===== src/forth_spram_consts.svh =====
// address and data widths of the 32K x 32 single-port data memory
// bank count and row count of the 16K x 16 bank array
`ifndef FORTH_SPRAM_CONSTS_SVH
`define FORTH_SPRAM_CONSTS_SVH

// byte address, 128K bytes
`define SPRAM_BYTE_AW 17
// word address, 32K words
`define SPRAM_WORD_AW 15
// address inside one 16K bank
`define SPRAM_BANK_AW 14

// one bank holds half a word
`define SPRAM_HALF_W 16
`define SPRAM_WORD_W 32

// rows picked by word address bit 14
`define SPRAM_NROWS 2
// two halves per row
`define SPRAM_NBANKS 4

`endif // FORTH_SPRAM_CONSTS_SVH


===== src/spram_pkg.sv =====
// shared types of the data memory
// words, bank half-words, lane and nibble masks, access mode
`default_nettype none

`include "forth_spram_consts.svh"

package spram_pkg;

    // full data word as seen by the core
    typedef logic [`SPRAM_WORD_W-1:0] word_t;

    // one bank word, upper or lower half
    typedef logic [`SPRAM_HALF_W-1:0] half_t;

    typedef logic [3:0] lane_mask_t; // bit i enables byte i
    typedef logic [3:0] nib_mask_t;  // bit k enables bits 4k+3..4k of a bank

    // word access uses bmsk, byte access uses addr[1:0]
    typedef enum logic {
        acc_word = 1'b0,
        acc_byte = 1'b1
    } access_mode_e;

endpackage

`default_nettype wire


===== src/spram_req_decode.sv =====
// request decoder of the data memory
// word or byte request to row select, bank address, half data, nibble masks
// also hands the read selection to the read multiplexer
`timescale 1ns/1ns
`default_nettype none

`include "forth_spram_consts.svh"

module spram_req_decode (
    input  logic                      clk,
    input  logic                      reset,
    input  logic                      we,
    input  spram_pkg::access_mode_e   mode,
    input  logic [`SPRAM_BYTE_AW-1:0] addr,
    input  spram_pkg::word_t          wdata,
    input  spram_pkg::lane_mask_t     bmsk,
    output logic [`SPRAM_NROWS-1:0]   row_sel,
    output logic [`SPRAM_BANK_AW-1:0] bank_addr,
    output spram_pkg::half_t          wdata_hi,
    output spram_pkg::half_t          wdata_lo,
    output spram_pkg::nib_mask_t      nib_mask_hi,
    output spram_pkg::nib_mask_t      nib_mask_lo,
    output logic                      bank_we,
    output logic                      rd,
    output logic                      rd_row,
    output logic [1:0]                rd_lane,
    output spram_pkg::access_mode_e   rd_mode
);

    logic [`SPRAM_WORD_AW-1:0] word_addr;
    logic [1:0]                lane;
    logic                      row;
    logic                      byte_acc;
    spram_pkg::lane_mask_t     lane_mask;
    spram_pkg::word_t          wdata_w;

    assign word_addr = addr[`SPRAM_BYTE_AW-1:2]; // same bits in both modes
    assign lane      = addr[1:0];
    assign row       = word_addr[`SPRAM_WORD_AW-1];
    assign byte_acc  = (mode == spram_pkg::acc_byte);

    always_comb begin
        row_sel      = '0;
        row_sel[row] = 1'b1;
    end

    assign bank_addr = word_addr[`SPRAM_BANK_AW-1:0];

    // byte mode writes only the addressed lane
    assign lane_mask = byte_acc ? spram_pkg::lane_mask_t'(4'b0001 << lane) : bmsk;
    assign wdata_w   = byte_acc ? {4{wdata[7:0]}} : wdata; // byte copied to every lane

    assign wdata_hi = wdata_w[31:16];
    assign wdata_lo = wdata_w[15:0];

    // each lane covers two nibbles
    assign nib_mask_hi = {lane_mask[3], lane_mask[3], lane_mask[2], lane_mask[2]};
    assign nib_mask_lo = {lane_mask[1], lane_mask[1], lane_mask[0], lane_mask[0]};

    assign bank_we = we;
    assign rd      = !we; // every non-write cycle is a read
    assign rd_row  = row;
    assign rd_lane = lane;
    assign rd_mode = mode;

    // an empty mask would make a word write a silent no-op
    a_word_mask: assert property (
        @(posedge clk) disable iff (reset)
        (we && !byte_acc) |-> (bmsk != '0)
    ) else $error("spram_req_decode: word write with empty byte mask");

endmodule

`default_nettype wire


===== config.mk =====
export PLATFORM = sky130hd
export DESIGN_NAME = spram_req_decode
export DESIGN_NICKNAME = d
export VERILOG_FILES = /design/src/spram_pkg.sv /design/src/spram_req_decode.sv
export VERILOG_INCLUDE_DIRS = /design/src
export SDC_FILE = /design/constraint.sdc
export NUM_CORES = 1
export LEC_CHECK = 0
export BUFFER_PORTS_ARGS = -buffer_cell sky130_fd_sc_hd__buf_2
export CORE_MARGIN = 2
export CORE_UTILIZATION = 26
export DETAILED_ROUTE_END_ITERATION = 6
export PLACE_DENSITY = 0.84
export SLEW_MARGIN = 25
export SYNTH_ARGS = -nofsm -noshare
export SYNTH_HDL_FRONTEND = slang
export SYNTH_SLANG_ARGS = --single-unit
export TNS_END_PERCENT = 100

===== constraint.sdc =====
create_clock -name vclk -period 1.1
set_input_delay 0.22 -clock vclk [all_inputs]
set_output_delay 0.22 -clock vclk [all_outputs]
set_load 0.01 [all_outputs]

* Word level (Yosys, flattened, before mapping)
Index checks and enable logic that the tools add are counted.
** Storage, ports and cells
- Flip-flop bits (word level) :: 0
- Logic and storage cells :: 9
- Input bits :: 57
** Cells by class
- Magnitude comparators :: 2
- Shift operators :: 1
- Reduce and logical (&&, ||, !) cells :: 2
- Muxes and demuxes :: 4
** Operators with widths (count)
- $mux W32 :: 1
- $mux W4 :: 1
- $shl A1 B2 Y4 const A :: 1
- $lt A1 B2 Y1 const B :: 1
- $demux W1 S1 :: 1
- $ge A1 B1 Y1 const B :: 1
- $logic_and A1 B1 Y1 :: 1
- $logic_not A1 Y1 :: 1
- $mux W1 :: 1

* Depth between registers and ports, before layout
- Depth after elaboration :: 4
- Depth in mapped cells :: 4
- Gate-level depth less buffers :: 2

* Worst setup path before layout
Ideal clock, no wire load.
- Path type :: in2out
- Start point :: input port mode
- End point :: output port nib_mask_lo[3]
- Stages on the path :: 4
- Buffers on the path :: 3
- Setup slack :: -0.037 ns
- Arrival :: 0.917 ns
- Data required time :: 0.880 ns
- Cells stage by stage :: buf_4 > buf_6 > o21ai_1 > buf_4
** Between the ends
- Longest elaborated chain between the ends :: 1
** RTL lines
- start: declaration :: line spram_req_decode.sv:13 : input spram_pkg::access_mode_e mode,
- $mux W4 :: line spram_req_decode.sv:50 : assign lane_mask = byte_acc ? spram_pkg::lane_mask_t'(4'b0001 << lane) : bmsk;
- end: declaration :: line spram_req_decode.sv:22 : output spram_pkg::nib_mask_t nib_mask_lo,
Every way passes these cells.

* Worst setup path after layout
- Start point :: input port mode
- End point :: output port nib_mask_hi[1]
** Between the ends
- Longest elaborated chain between the ends :: 1
** RTL lines
- $mux W4 :: line spram_req_decode.sv:50
- end: declaration :: line spram_req_decode.sv:21 : output spram_pkg::nib_mask_t nib_mask_hi,
Every way passes these cells.

==> flow_metrics.py <==
metrics = {
    "synthesis": {
        "synthSimpleGateAreaFrac_pct": 8.64,
        "synth-xor-area-share_pct": 0,
        "synth_most_common_cell": "buf_4",
        "synth_common_cells": "buf_4 (33), inv_1 (29), o21ai_0 (16)",
        "synth-adder-area-share_pct": 0,
        "synth_area_per_cell_um2": 5.52,
        "synth_compound_area_share_pct": 23.5,
        "syn_inst": 105,
        "ys_seq_area_share_pct": 0,
        "synthTopCellsByArea": "buf_4 (43%), inv_1 (19%), o21ai_0 (14%)",
        "synth_top_area_share_pct": 42.8,
        "synth_warnings": 0,
        "yosysUniqueCellTypes": 12,
        "muxShareOfSynthArea_pct": 2.59,
        "netlist_area_um2": 579,
        "synth_fp_nets": 162,
        "synth_area_leader_cell": "buf_4",
        "synth_top_family_by_area": "buffers and inverters",
    },
    "sta": {
        "setup_viol": 0,
        "hold_viol": 0,
        "fin_crit_ps": 1010,
        "slew_viol_final": 0,
        "max_slew_margin_pct": 90.8,
        "layout_setup_ws_ps": 85.8,
        "rsz0062_at_grt": "false",
        "clock.fmax_mhz": 986,
        "finalCritPeriodShare_pct": 92.2,
        "tightest_slew_ps": 137,
    },
    "placed_design": {
        "portBuffers": 89,
        "place_congestion": 0.660,
        "dp_cells": 189,
        "dpl_cell_area_um2": 830,
        "post-place-ws_ps": -1.40,
        "dp_hpwl_um": 1350,
    },
    "global_routing": {
        "grt_max_degree": 25,
        "gr-usage-all-layers_pct": 9.77,
        "grt_pass1_vias": 563,
        "overflow": 0,
        "grt_first_pass_wirelength_um": 2090,
        "antenna_found_initial": 0,
    },
    "power": {
        "swShare_pct": 50.1,
        "p_total_uw": 386,
        "p_per_area_nw_per_um2": 439,
        "seqPwrFrac_pct": 0,
        "internal-power_uw": 192,
        "ir_worst_vdd_mv": 0.152,
        "clockPowerShare_pct": 0,
        "combPwrFrac_pct": 100.0,
        "switching_power_uw": 193,
        "power.leakage_uw": 0.000627,
    },
    "status": {
        "status": "complete, no violations",
    },
    "layout": {
        "seq_cells": 0,
        "final_cells": 191,
        "multi_input_area_um2": 214,
        "n_antenna_cell": 0,
        "final_area_um2": 878,
        "nClkBuffers": 0,
        "area_delta_synth_final_pct": 51.6,
        "drive_above_1_share_pct": 60.1,
        "seqCellArea_um2": 0,
        "fillCellCount": 253,
        "fin_nets": 222,
    },
    "die": {
        "die_w_um": 51.2,
        "die-area_um2": 2620,
        "initial_utilization_pct": 27.0,
        "ioPinCount": 119,
        "core_area_um2": 2150,
        "die-height_um": 51.2,
        "num_rows": 17,
    },
    "worst_hold_path": {
        "min_path_type": "primary input to primary output",
    },
    "detailed_routing": {
        "wl_per_cell_um": 8.70,
        "drc_errors": 0,
        "first_pass_iters": 3,
        "drt_iter0_markers": 1,
        "routed_wl_um": 1660,
        "ant_nets": 0,
        "via_per_inst": 4.09,
        "routed-via-count": 781,
    },
    "flow_run": {
        "max_cap_violations": 0,
    },
    "setup_path": {
        "crit_path_max_fanout": 6,
        "critical_path_required_ps": 880,
        "criticalPathCategory": "primary input to primary output",
        "start_kind": "primary input",
        "cp-end-kind": "primary output",
        "worstPathArrival_ps": 790,
    },
    "cts": {
        "hold_buffers": 0,
    },
}
==> repair_timing <==
item	in CTS	in global routing
gates cloned	0	2
gates resized for setup	1	5
endpoints found under the setup margin	2	9
setup buffers	0	0
==> metal layers <==
layer / global-route usage (%) / vias up / wire, µm
met5: 0 / - / 0
met3: 0.877 / 10 / 189
li1: - / 398 / -
met1: 9.30 / 322 / 618
met4: 2.70 / 0 / 39
met2: 21.2 / 51 / 814
==> worst paths after layout <==
| check | from | endpoint | slack, ps | cells past startpoint |
|---|---|---|---|---|
| worst min-delay path | addr[7] | bank_addr[5] | 440 | 0 |
| worst max-delay path | mode | nib_mask_hi[1] | 90 | 4 |
==> power by group through the flow <==
stage          clock network (µW)  logic (µW)  registers [µW]
6_report                        0         386               0
5_1_grt                         0         430               0
4_1_cts                         0         370               0
3_5_place_dp                    0         368               0
3_3_place_gp                    0         364               0
2_1_floorplan                   0         271               0
==> kinds of logic (layout without fill, tap and decap cells) <==
| kind of cell | Yosys count | after routing |
|---|---|---|
| buffers and inverters | 65 | 123 |
| AO/OA/AOI/OAI | 27 | 27 |
| AND/OR/NAND/NOR | 12 | 12 |
| multiplexers | 1 | 1 |
==> cell usage in the layout, fill, tap and decap left out, types with 2 or more instances in the layout <==
cell type | synthesis | routed
buf_2 | 2 | 89
o21ai_0 | 16 | 14
inv_1 | 29 | 29
nand2_1 | 9 | 8
o21ai_1 | 10 | 11
buf_6 | 1 | 2
==> final cells by class <==
| cell class | count | share of cell area [%] |
|---|---|---|
| multi-input combinational | 40 | 24.4 |
| tap | 28 | 3.99 |
| timing repair buffer | 94 | 59.3 |
| inverter | 29 | 12.4 |
==> worst max-delay path: stages <==
cell and delay (ps):
buf_6 120, buf_4 150, o22ai_2 160, buf_2 150
==> per-stage QoR <==
step	hold slack (ps)	utilization, %	setup TNS (ps)
2_1_floorplan	484	-	0
3_3_place_gp	440	38.6	-3.26
3_5_place_dp	440	38.6	-1.82
4_1_cts	440	38.7	0
5_1_grt	440	40.9	0
6_report	440	40.9	0
(Power assumes the default switching activity.)
