==> src/forth_spram_consts.svh <==
// address and data widths of the 32K x 32 single-port data memory
// bank count and row count of the 16K x 16 bank array
`ifndef FORTH_SPRAM_CONSTS_SVH
`define FORTH_SPRAM_CONSTS_SVH

// byte address, 128K bytes
`define SPRAM_BYTE_AW 17
// word address, 32K words
`define SPRAM_WORD_AW 15
// address inside one 16K bank
`define SPRAM_BANK_AW 14

// one bank holds half a word
`define SPRAM_HALF_W 16
`define SPRAM_WORD_W 32

// rows picked by word address bit 14
`define SPRAM_NROWS 2
// two halves per row
`define SPRAM_NBANKS 4

`endif // FORTH_SPRAM_CONSTS_SVH

==> src/spram_pkg.sv <==
// shared types of the data memory
// words, bank half-words, lane and nibble masks, access mode
`default_nettype none

`include "forth_spram_consts.svh"

package spram_pkg;

    // full data word as seen by the core
    typedef logic [`SPRAM_WORD_W-1:0] word_t;

    // one bank word, upper or lower half
    typedef logic [`SPRAM_HALF_W-1:0] half_t;

    typedef logic [3:0] lane_mask_t; // bit i enables byte i
    typedef logic [3:0] nib_mask_t;  // bit k enables bits 4k+3..4k of a bank

    // word access uses bmsk, byte access uses addr[1:0]
    typedef enum logic {
        acc_word = 1'b0,
        acc_byte = 1'b1
    } access_mode_e;

endpackage

`default_nettype wire

==> src/spram_read_mux.sv <==
// read multiplexer of the data memory
// captures row, lane and mode of each read and drains the bank outputs
// word mode assembles both halves, byte mode zero-extends one lane
`timescale 1ns/1ns
`default_nettype none

`include "forth_spram_consts.svh"

module spram_read_mux (
    input  logic                    clk,
    input  logic                    reset,
    input  logic                    rd,
    input  logic                    rd_row,
    input  logic [1:0]              rd_lane,
    input  spram_pkg::access_mode_e rd_mode,
    input  spram_pkg::half_t        bank_rdata [`SPRAM_NBANKS],
    output spram_pkg::word_t        rdata
);

    logic                    row_q;
    logic [1:0]              lane_q;
    spram_pkg::access_mode_e mode_q;
    spram_pkg::word_t        word_v;
    logic [7:0]              byte_v;

    // same edge that loads the bank output registers
    always_ff @(posedge clk) begin
        if (reset) begin
            row_q  <= 1'b0;
            lane_q <= '0;
            mode_q <= spram_pkg::acc_word;
        end else if (rd) begin
            row_q  <= rd_row;
            lane_q <= rd_lane;
            mode_q <= rd_mode;
        end
    end

    // even bank is the upper half of its row
    assign word_v = {bank_rdata[{row_q, 1'b0}], bank_rdata[{row_q, 1'b1}]};
    assign byte_v = word_v[8*lane_q +: 8];

    assign rdata = (mode_q == spram_pkg::acc_byte)
                 ? {{(`SPRAM_WORD_W-8){1'b0}}, byte_v}
                 : word_v;

    a_mode_known: assert property (
        @(posedge clk) disable iff (reset)
        !$isunknown(mode_q)
    ) else $error("spram_read_mux: captured mode unknown");

endmodule

`default_nettype wire

==> config.mk <==
export PLATFORM = sky130hd
export DESIGN_NAME = spram_read_mux
export DESIGN_NICKNAME = d
export VERILOG_FILES = /design/src/spram_pkg.sv /design/src/spram_read_mux.sv
export VERILOG_INCLUDE_DIRS = /design/src
export SDC_FILE = /design/constraint.sdc
export NUM_CORES = 1
export LEC_CHECK = 0
export BUFFER_PORTS_ARGS = -buffer_cell sky130_fd_sc_hd__buf_2
export CAP_MARGIN = 20
export CORE_MARGIN = 2
export CORE_UTILIZATION = 33
export CTS_CLUSTER_SIZE = 20
export DETAILED_ROUTE_END_ITERATION = 8
export PLACE_DENSITY = 0.86
export REMOVE_ABC_BUFFERS = 1
export SYNTH_ARGS = -nofsm -noshare
export SYNTH_HDL_FRONTEND = slang
export SYNTH_SLANG_ARGS = --single-unit
export TNS_END_PERCENT = 10
==> constraint.sdc <==
create_clock -name clk -period 1.22 [get_ports clk]
set_input_delay 0.122 -clock clk [delete_from_list [all_inputs] [get_ports clk]]
set_output_delay 0.122 -clock clk [all_outputs]
set_load 0.03 [all_outputs]
=== Word level (Yosys, flattened, before mapping) ===
Cells that the tools add are included.

* Flip-flop bits (word level): 4
* Bits in latches: 0
* Bits in writable memories: 0
* Bits in read-only memories: 0
* Output and inout bits: 32
* Word-level logic and storage cells: 15
* Memories kept: 0

* Add/sub/neg operators: 0
* $mul: 0
* Divide/modulo/power cells: 0
* Magnitude comparators: 2
* Eq/ne operators: 0
* Shifts and indexed selects: 1
* Muxes and demuxes: 7
* Bitwise gates (word level): 2
* Reductions and logical operators: 0

{| class="wikitable"
|+ Operators with widths
! operator !! count
|-
| $bmux W16 S2 || 2
|-
| $mux W16 || 4
|-
| $mux W32 || 1
|-
| $shiftx A32 B6 Y8 || 1
|-
| $ge A3 B3 Y1 const B || 2
|-
| $not A2 Y3 || 2
|}

=== Longest topological paths before layout ===
Gate-level depths: netlist of run 1.

* Word-level depth: 6
* Gate-level depth with buffers: 5

=== Worst setup path before layout of run 1 ===
No wires, ideal clock.

* Kind: register to output
* Start point: register row_q
* End point: output rdata[0]
* Data arrival time: 1.290 ns
* Required time: 1.098 ns
* Path slack: -0.192 ns
* Cell stages (with the launch flop): 5
* Path buffers: 2
* Cells stage by stage: dfxtp_1 buf_6 buf_12 mux2_4 a211o_1

* Cells in the longest elaborated chain, start to end: 6
* Elaborated cells on any way between the ends: 10
* Those cells by class: shift: 1; mux: 7; bitwise: 2

{| class="wikitable"
|+ Ends and longest elaborated chain
! item !! RTL line !! source
|-
| start, declared || spram_read_mux.sv:20 || <nowiki>logic row_q;</nowiki>
|-
| start signal, assigned || spram_read_mux.sv:33 || <nowiki>row_q <= rd_row;</nowiki>
|-
| $not A2 Y3 (implied by the code) || spram_read_mux.sv:40 || <nowiki>assign word_v = {bank_rdata[{row_q, 1'b0}], bank_rdata[{row_q, 1'b1}]};</nowiki>
|-
| $bmux W16 S2 || spram_read_mux.sv:40 ||
|-
| $mux W16 (implied by the code) (2 in a row) || spram_read_mux.sv:40 ||
|-
| $shiftx A32 B6 Y8 || spram_read_mux.sv:41 || <nowiki>assign byte_v = word_v[8*lane_q +: 8];</nowiki>
|-
| $mux W32 * || spram_read_mux.sv:43 || <nowiki>assign rdata = (mode_q == spram_pkg::acc_byte)</nowiki>
|-
| end, declared || spram_read_mux.sv:17 || <nowiki>output spram_pkg::word_t rdata</nowiki>
|}

Every way passes the cells marked *; elsewhere a longest branch is shown, timed or not. The select of a mux whose other input is x is not followed.

=== Worst setup path after layout of run 1 ===
* Start point: register row_q
* End point: output rdata[4]

Same word-level chain as after synthesis.

==> flow_summary.toml, run 1 <==
[drt]
initialDrtViolationCount = 24
met2_wirelength_um = 2250
dr.pass1.iters = 4
top_layer_used = "met4"
viasPerCell = 5.02
drt-met1-wl_um = 1640
vias = 1442
drc = 0
wl_per_cell_um = 14.6
ant_nets = 0
wl_met3_um = 216
routed_wl_um = 4190

[grt]
antenna_found_initial = 0
grt_overflow = 0
track_usage_pct = 21.7
grt_pass1_wl_um = 6070
grt_pass1_vias = 1496
grt_max_degree = 15

[sta]
worst_slack_ns = -0.483
hold_violations = 0
rsz0062_at_grt = "yes"
hold_ws_ns = 0.0838
slew_viol_final = 0
relSlewSlack_pct = 87.2
tightestPinTransition_ns = 0.186
final.period_utilization_pct = 140
finalCriticalPeriod_ns = 1.70
setup_tns_ns = -10.16
max_freq_mhz = 587
setup_viol = 32
skew_ns = 0

[cts]
max-clock-path-buffers = 2
clk_latency_ns = 0.25
cts.sinks = 4
cts_tree = "yes"
numCtsBuffers = 3
clock-root-buffer = "clkbuf_4"
cts_max_level = 1
postCtsHoldBufs = 0
cts.reportedPaths.clkPinSlew_ns = 0.04

[setup_path]
path_max_fanout = 8
crit_chain = "buf_12 > mux2_4 > a211o_1 > buf_6"
cpPeakStageDelay_ns = 0.41
timing.rr.start = "row_q"
endpoint = "rdata[4]"
critPathKind = "reg -> out"
critical-path-slowest-cell = "dfxtp_4"
r2r_slack_ns = 0.38
crit_arrival_ns = 1.58
start_kind = "flop"
path_depth = 4
rr_endpoint = "row_q"
critPathLaunch = "row_q"
end_kind = "output port"
crit_required_ns = 1.10
path_buf_inv = 2
reg2regPathDepth = 3
crit_family = "flip-flops"

[synthesis]
synthesis.area_um2 = 1060
yosysWarningCount = 0
ys_seq_area_share_pct = 7.57
ys_types = 17
synthesis.instances = 123
synth_seq_cells = 4
syn_area_per_cell_um2 = 8.60

[cells_and_area]
diodes = 0
nets = 316
area_growth_pct = 99.2
n_fill_cell = 256
drive_above_1_share_pct = 67.9

[placement]
dp_hpwl_um = 2930
io_buffers = 102
place.gp.congestion = 0.758

[floorplan]
dieArea_um2 = 3670
start_util_pct = 34.6
io_pins = 103
placementRows = 20
core-area_um2 = 3050
die_y_um = 60.6
die_w_um = 60.6

[power_and_ir_drop]
p_int_uw = 744
p_leak_nw = 1.05
p_seq_share_pct = 11.8
p_sw_uw = 586
combPwrFrac_pct = 74.6
switching_share_pct = 44.1
vdd_ir_drop_max_mv = 0.369
power.share.clock_pct = 13.5
p_per_area_nw_per_um2 = 632

[min_path]
min_path_cells = 2
hp-class = "in -> reg"

[flow_run]
max-cap-violations = 0

[run_status]
violations = "negative setup slack"
status = "finished, violations left"
worst register-to-register path: cells and delay by family (launching register included):
family	cells	cell delay, ns
flip-flops	1	0.38
multiplexers	1	0.14
AND/OR/NAND/NOR	1	0.06
buffers and inverters	1	0.16
routing by layer:
layer	vias up	track usage [%]
li1	689	-
met5	-	0
met4	0	9.63
met1	682	23.6
met2	64	42.1
met3	7	1.71
synthesized netlist by cell type, drive strengths merged:
| master | instances | area, µm² |
|---|---|---|
| nor2 | 28 | 105 |
| nor2b | 8 | 50.1 |
| o22ai | 8 | 50.1 |
| buf | 8 | 86.3 |
| a211o | 8 | 70.1 |
| o21ai | 1 | 5.00 |
| mux2i | 44 | 440 |
| dfxtp | 4 | 80.1 |
| mux2 | 8 | 120 |
| and3b | 1 | 8.76 |
| nand3 | 1 | 10.0 |
| nand3b | 1 | 20.0 |
| clkbuf | 3 | 11.3 |
layout make-up:
class / instances / area, µm² / area share, %
multi-input combinational: 108 / 1040 / 49.4
timing repair buffer: 128 / 897 / 42.6
clock buffer: 3 / 22.5 / 1.07
tap: 44 / 55.1 / 2.61
sequential: 4 / 90.1 / 4.28
what timing repair did:
item,CTS,global route
cloned,3,0
setup buffers,5,5
pin swaps,1,9
endpoints found under the setup margin,32,32
gates resized for setup,60,31
state kept, by name, summed over array words and instances (netlist names):
| signal | count |
|---|---|
| row_q | 1 |
| mode_q | 1 |
| lane_q | 2 |
placed cells by master, fill, tap and decap left out:
cell / n
o22ai_1: 3
nand3b_4: 1
a211o_1: 8
mux2i_2: 5
dfxtp_4: 2
mux2_4: 8
mux2i_4: 8
buf_12: 4
buf_6: 13
and3b_2: 1
dfxtp_2: 2
nor2b_1: 8
nor2_2: 1
nor2_1: 27
buf_2: 74
clkbuf_4: 3
mux2i_1: 31
o21ai_1: 1
nand3_4: 1
buf_4: 34
buf_8: 3
o22ai_2: 5
worst min path at each step:
| stage | end | slack [ns] | from |
|---|---|---|---|
| final | mode_q | 0.08 | reset |
| after global placement | mode_q | 0.33 | reset |
| after CTS | mode_q | 0.08 | reset |
| after floorplan | lane_q[0] | 0.19 | reset |
| after global routing | mode_q | 0.09 | reset |
| after detailed placement | row_q | 0.33 | reset |
kinds of logic after synthesis:
group / share of synthesized area [%]
compound gates: 11.8
buf+inv: 9.23
flops: 7.57
mux: 53.0
simple gates: 18.3
power by group through the flow:
stage               registers, mW  logic, mW  clock network (mW)
floorplan                   0.193      0.432                   0
global placement            0.152      0.761                   0
detailed placement          0.153      0.770                   0
CTS                         0.156      0.927               0.182
global route                0.159       1.04               0.189
finish                      0.157      0.993               0.180
through the flow:
stage	power, mW	std cells	setup WS (ns)	area, µm²	util (%)
floorplan	0.625	112	-1.13	960	-
global placement	0.913	273	-0.289	1650	54.1
detailed placement	0.923	273	-0.281	1650	54.1
CTS	1.27	284	-0.479	1970	64.4
global route	1.39	287	-0.509	2110	69.0
finish	1.33	287	-0.483	2110	69.0
(Power assumes the default switching activity.)
==> run 2: changes to the inputs <==
--- a/config.mk
+++ b/config.mk
@@ -8,11 +8,13 @@
 export LEC_CHECK = 0
 export BUFFER_PORTS_ARGS = -buffer_cell sky130_fd_sc_hd__buf_2
 export CAP_MARGIN = 20
+export CELL_PAD_IN_SITES_DETAIL_PLACEMENT = 0
+export CELL_PAD_IN_SITES_GLOBAL_PLACEMENT = 1
 export CORE_MARGIN = 2
-export CORE_UTILIZATION = 33
+export CORE_UTILIZATION = 21
 export CTS_CLUSTER_SIZE = 20
 export DETAILED_ROUTE_END_ITERATION = 8
-export PLACE_DENSITY = 0.86
+export PLACE_DENSITY = 0.85
 export REMOVE_ABC_BUFFERS = 1
 export SYNTH_ARGS = -nofsm -noshare
 export SYNTH_HDL_FRONTEND = slang
==> flow_summary.toml, run 2 (synthesis gave the netlist of run 1 again) <==
[run_status]
status = "finished, violations left"
violations = "negative setup slack"

[drt]
wl_per_cell_um = 12.7
initialDrtViolationCount = 9
met2_wirelength_um = 2010
top_layer_used = "met4"
drc = 0
viasPerCell = 4.49
vias = 1387
dr.pass1.iters = 4
ant_nets = 0
routed_wl_um = 3930
drt-met1-wl_um = 1610
wl_met3_um = 225

[placement]
dpl_worst_slack_ns = -0.258
dp_hpwl_um = 3060
placed_area_um2 = 1720
io_buffers = 102
place_inst = 299
place.gp.congestion = 0.749

[grt]
grt_max_degree = 26
track_usage_pct = 13.2
grt_pass1_wl_um = 5700
antenna_found_initial = 0
grt_overflow = 0
grt_pass1_vias = 1235

[sta]
finalCriticalPeriod_ns = 1.64
worst_slack_ns = -0.420
max_freq_mhz = 610
setup_viol = 32
tightestPinTransition_ns = 0.260
hold_ws_ns = 0.109
setup_tns_ns = -8.25
slew_viol_final = 0
rsz0062_at_grt = "yes"
skew_ns = 0
hold_violations = 0
final.period_utilization_pct = 134
relSlewSlack_pct = 82.6

[min_path]
hp-class = "in -> reg"

[power_and_ir_drop]
switching_share_pct = 41.5
p_leak_nw = 1.03
p_per_area_nw_per_um2 = 680
total_power_mw = 1.36
p_sw_uw = 564
combPwrFrac_pct = 67.3
vdd_ir_drop_max_mv = 0.300
power.share.clock_pct = 21.5
p_seq_share_pct = 11.2
p_int_uw = 795

[setup_path]
crit_chain = "buf_12 > mux2_4 > a211o_1 > buf_6"
end_kind = "output port"
crit_required_ns = 1.10
path_buf_inv = 2
critical-path-slowest-cell = "dfxtp_4"
start_kind = "flop"
crit_arrival_ns = 1.52
crit_family = "flip-flops"
critPathKind = "reg -> out"
cpPeakStageDelay_ns = 0.37
path_max_fanout = 12

[cells_and_area]
final_common_cell = "buf_2"
final_cell_mix = "buf_2, mux2i_1, buf_4"
regMostFlops = "lane_q"
post-route-cell-area_um2 = 2000
nets = 315
diodes = 0
reg.largest.list = "lane_q x2, mode_q x1, row_q x1"
drive_above_1_share_pct = 63.6
area_growth_pct = 89.0
largest_reg_flops = 2
postLayoutCoreUtil_pct = 41.8
instances_no_fill = 309

[floorplan]
dieArea_um2 = 5620
die_y_um = 75.0
core-area_um2 = 4790
die_w_um = 75.0
io_pins = 103
placementRows = 25
start_util_pct = 22.1

[cts]
postCtsHoldBufs = 0
cts.reportedPaths.clkPinSlew_ns = 0.03
cts.sinks = 4
cts_max_level = 1
max-clock-path-buffers = 2
clock-root-buffer = "clkbuf_8"
cts_tree = "yes"
numCtsBuffers = 3
clk_latency_ns = 0.22

[flow_run]
max-cap-violations = 0
## run 2: cell count changes in the layout (fill, tap and decap cells not counted), sizes merged
cell	change
buf	-1
## run 2: layout make-up
class | count | area (µm²)
clock buffer | 3 | 41.3
fill | 478 | 2790
multi-input combinational | 108 | 943
sequential | 4 | 86.3
tap | 67 | 83.8
timing repair buffer | 127 | 843
## run 2: final timing paths
kind | cells after the start | slack, ns | from | to
min reg2reg | 3 | 0.72 | lane_q[0] | lane_q[0]
max | 4 | -0.42 | row_q | rdata[1]
max reg2reg | 3 | 0.37 | mode_q | mode_q
min | 2 | 0.11 | reset | mode_q
## run 2: per-layer routing
metal  vias up  GRT usage [%]
met5         -              0
met4         0           4.76
met3         7           1.47
met2        57           23.9
met1       629           16.0
li1        694              -
## run 2: power groups by stage
stage	logic [mW]	clock network (mW)	registers (mW)
after floorplan	0.432	0	0.193
after global placement	0.787	0	0.150
after detailed placement	0.792	0	0.151
after CTS	0.886	0.291	0.152
after global routing	0.974	0.303	0.153
final	0.914	0.292	0.152
## run 2: timing repair
action,in CTS,in global routing
resized for setup,43,15
gates cloned,1,0
hold endpoints to repair,0,0
pin swaps,2,3
setup endpoints to repair,32,32
setup buffers,4,2
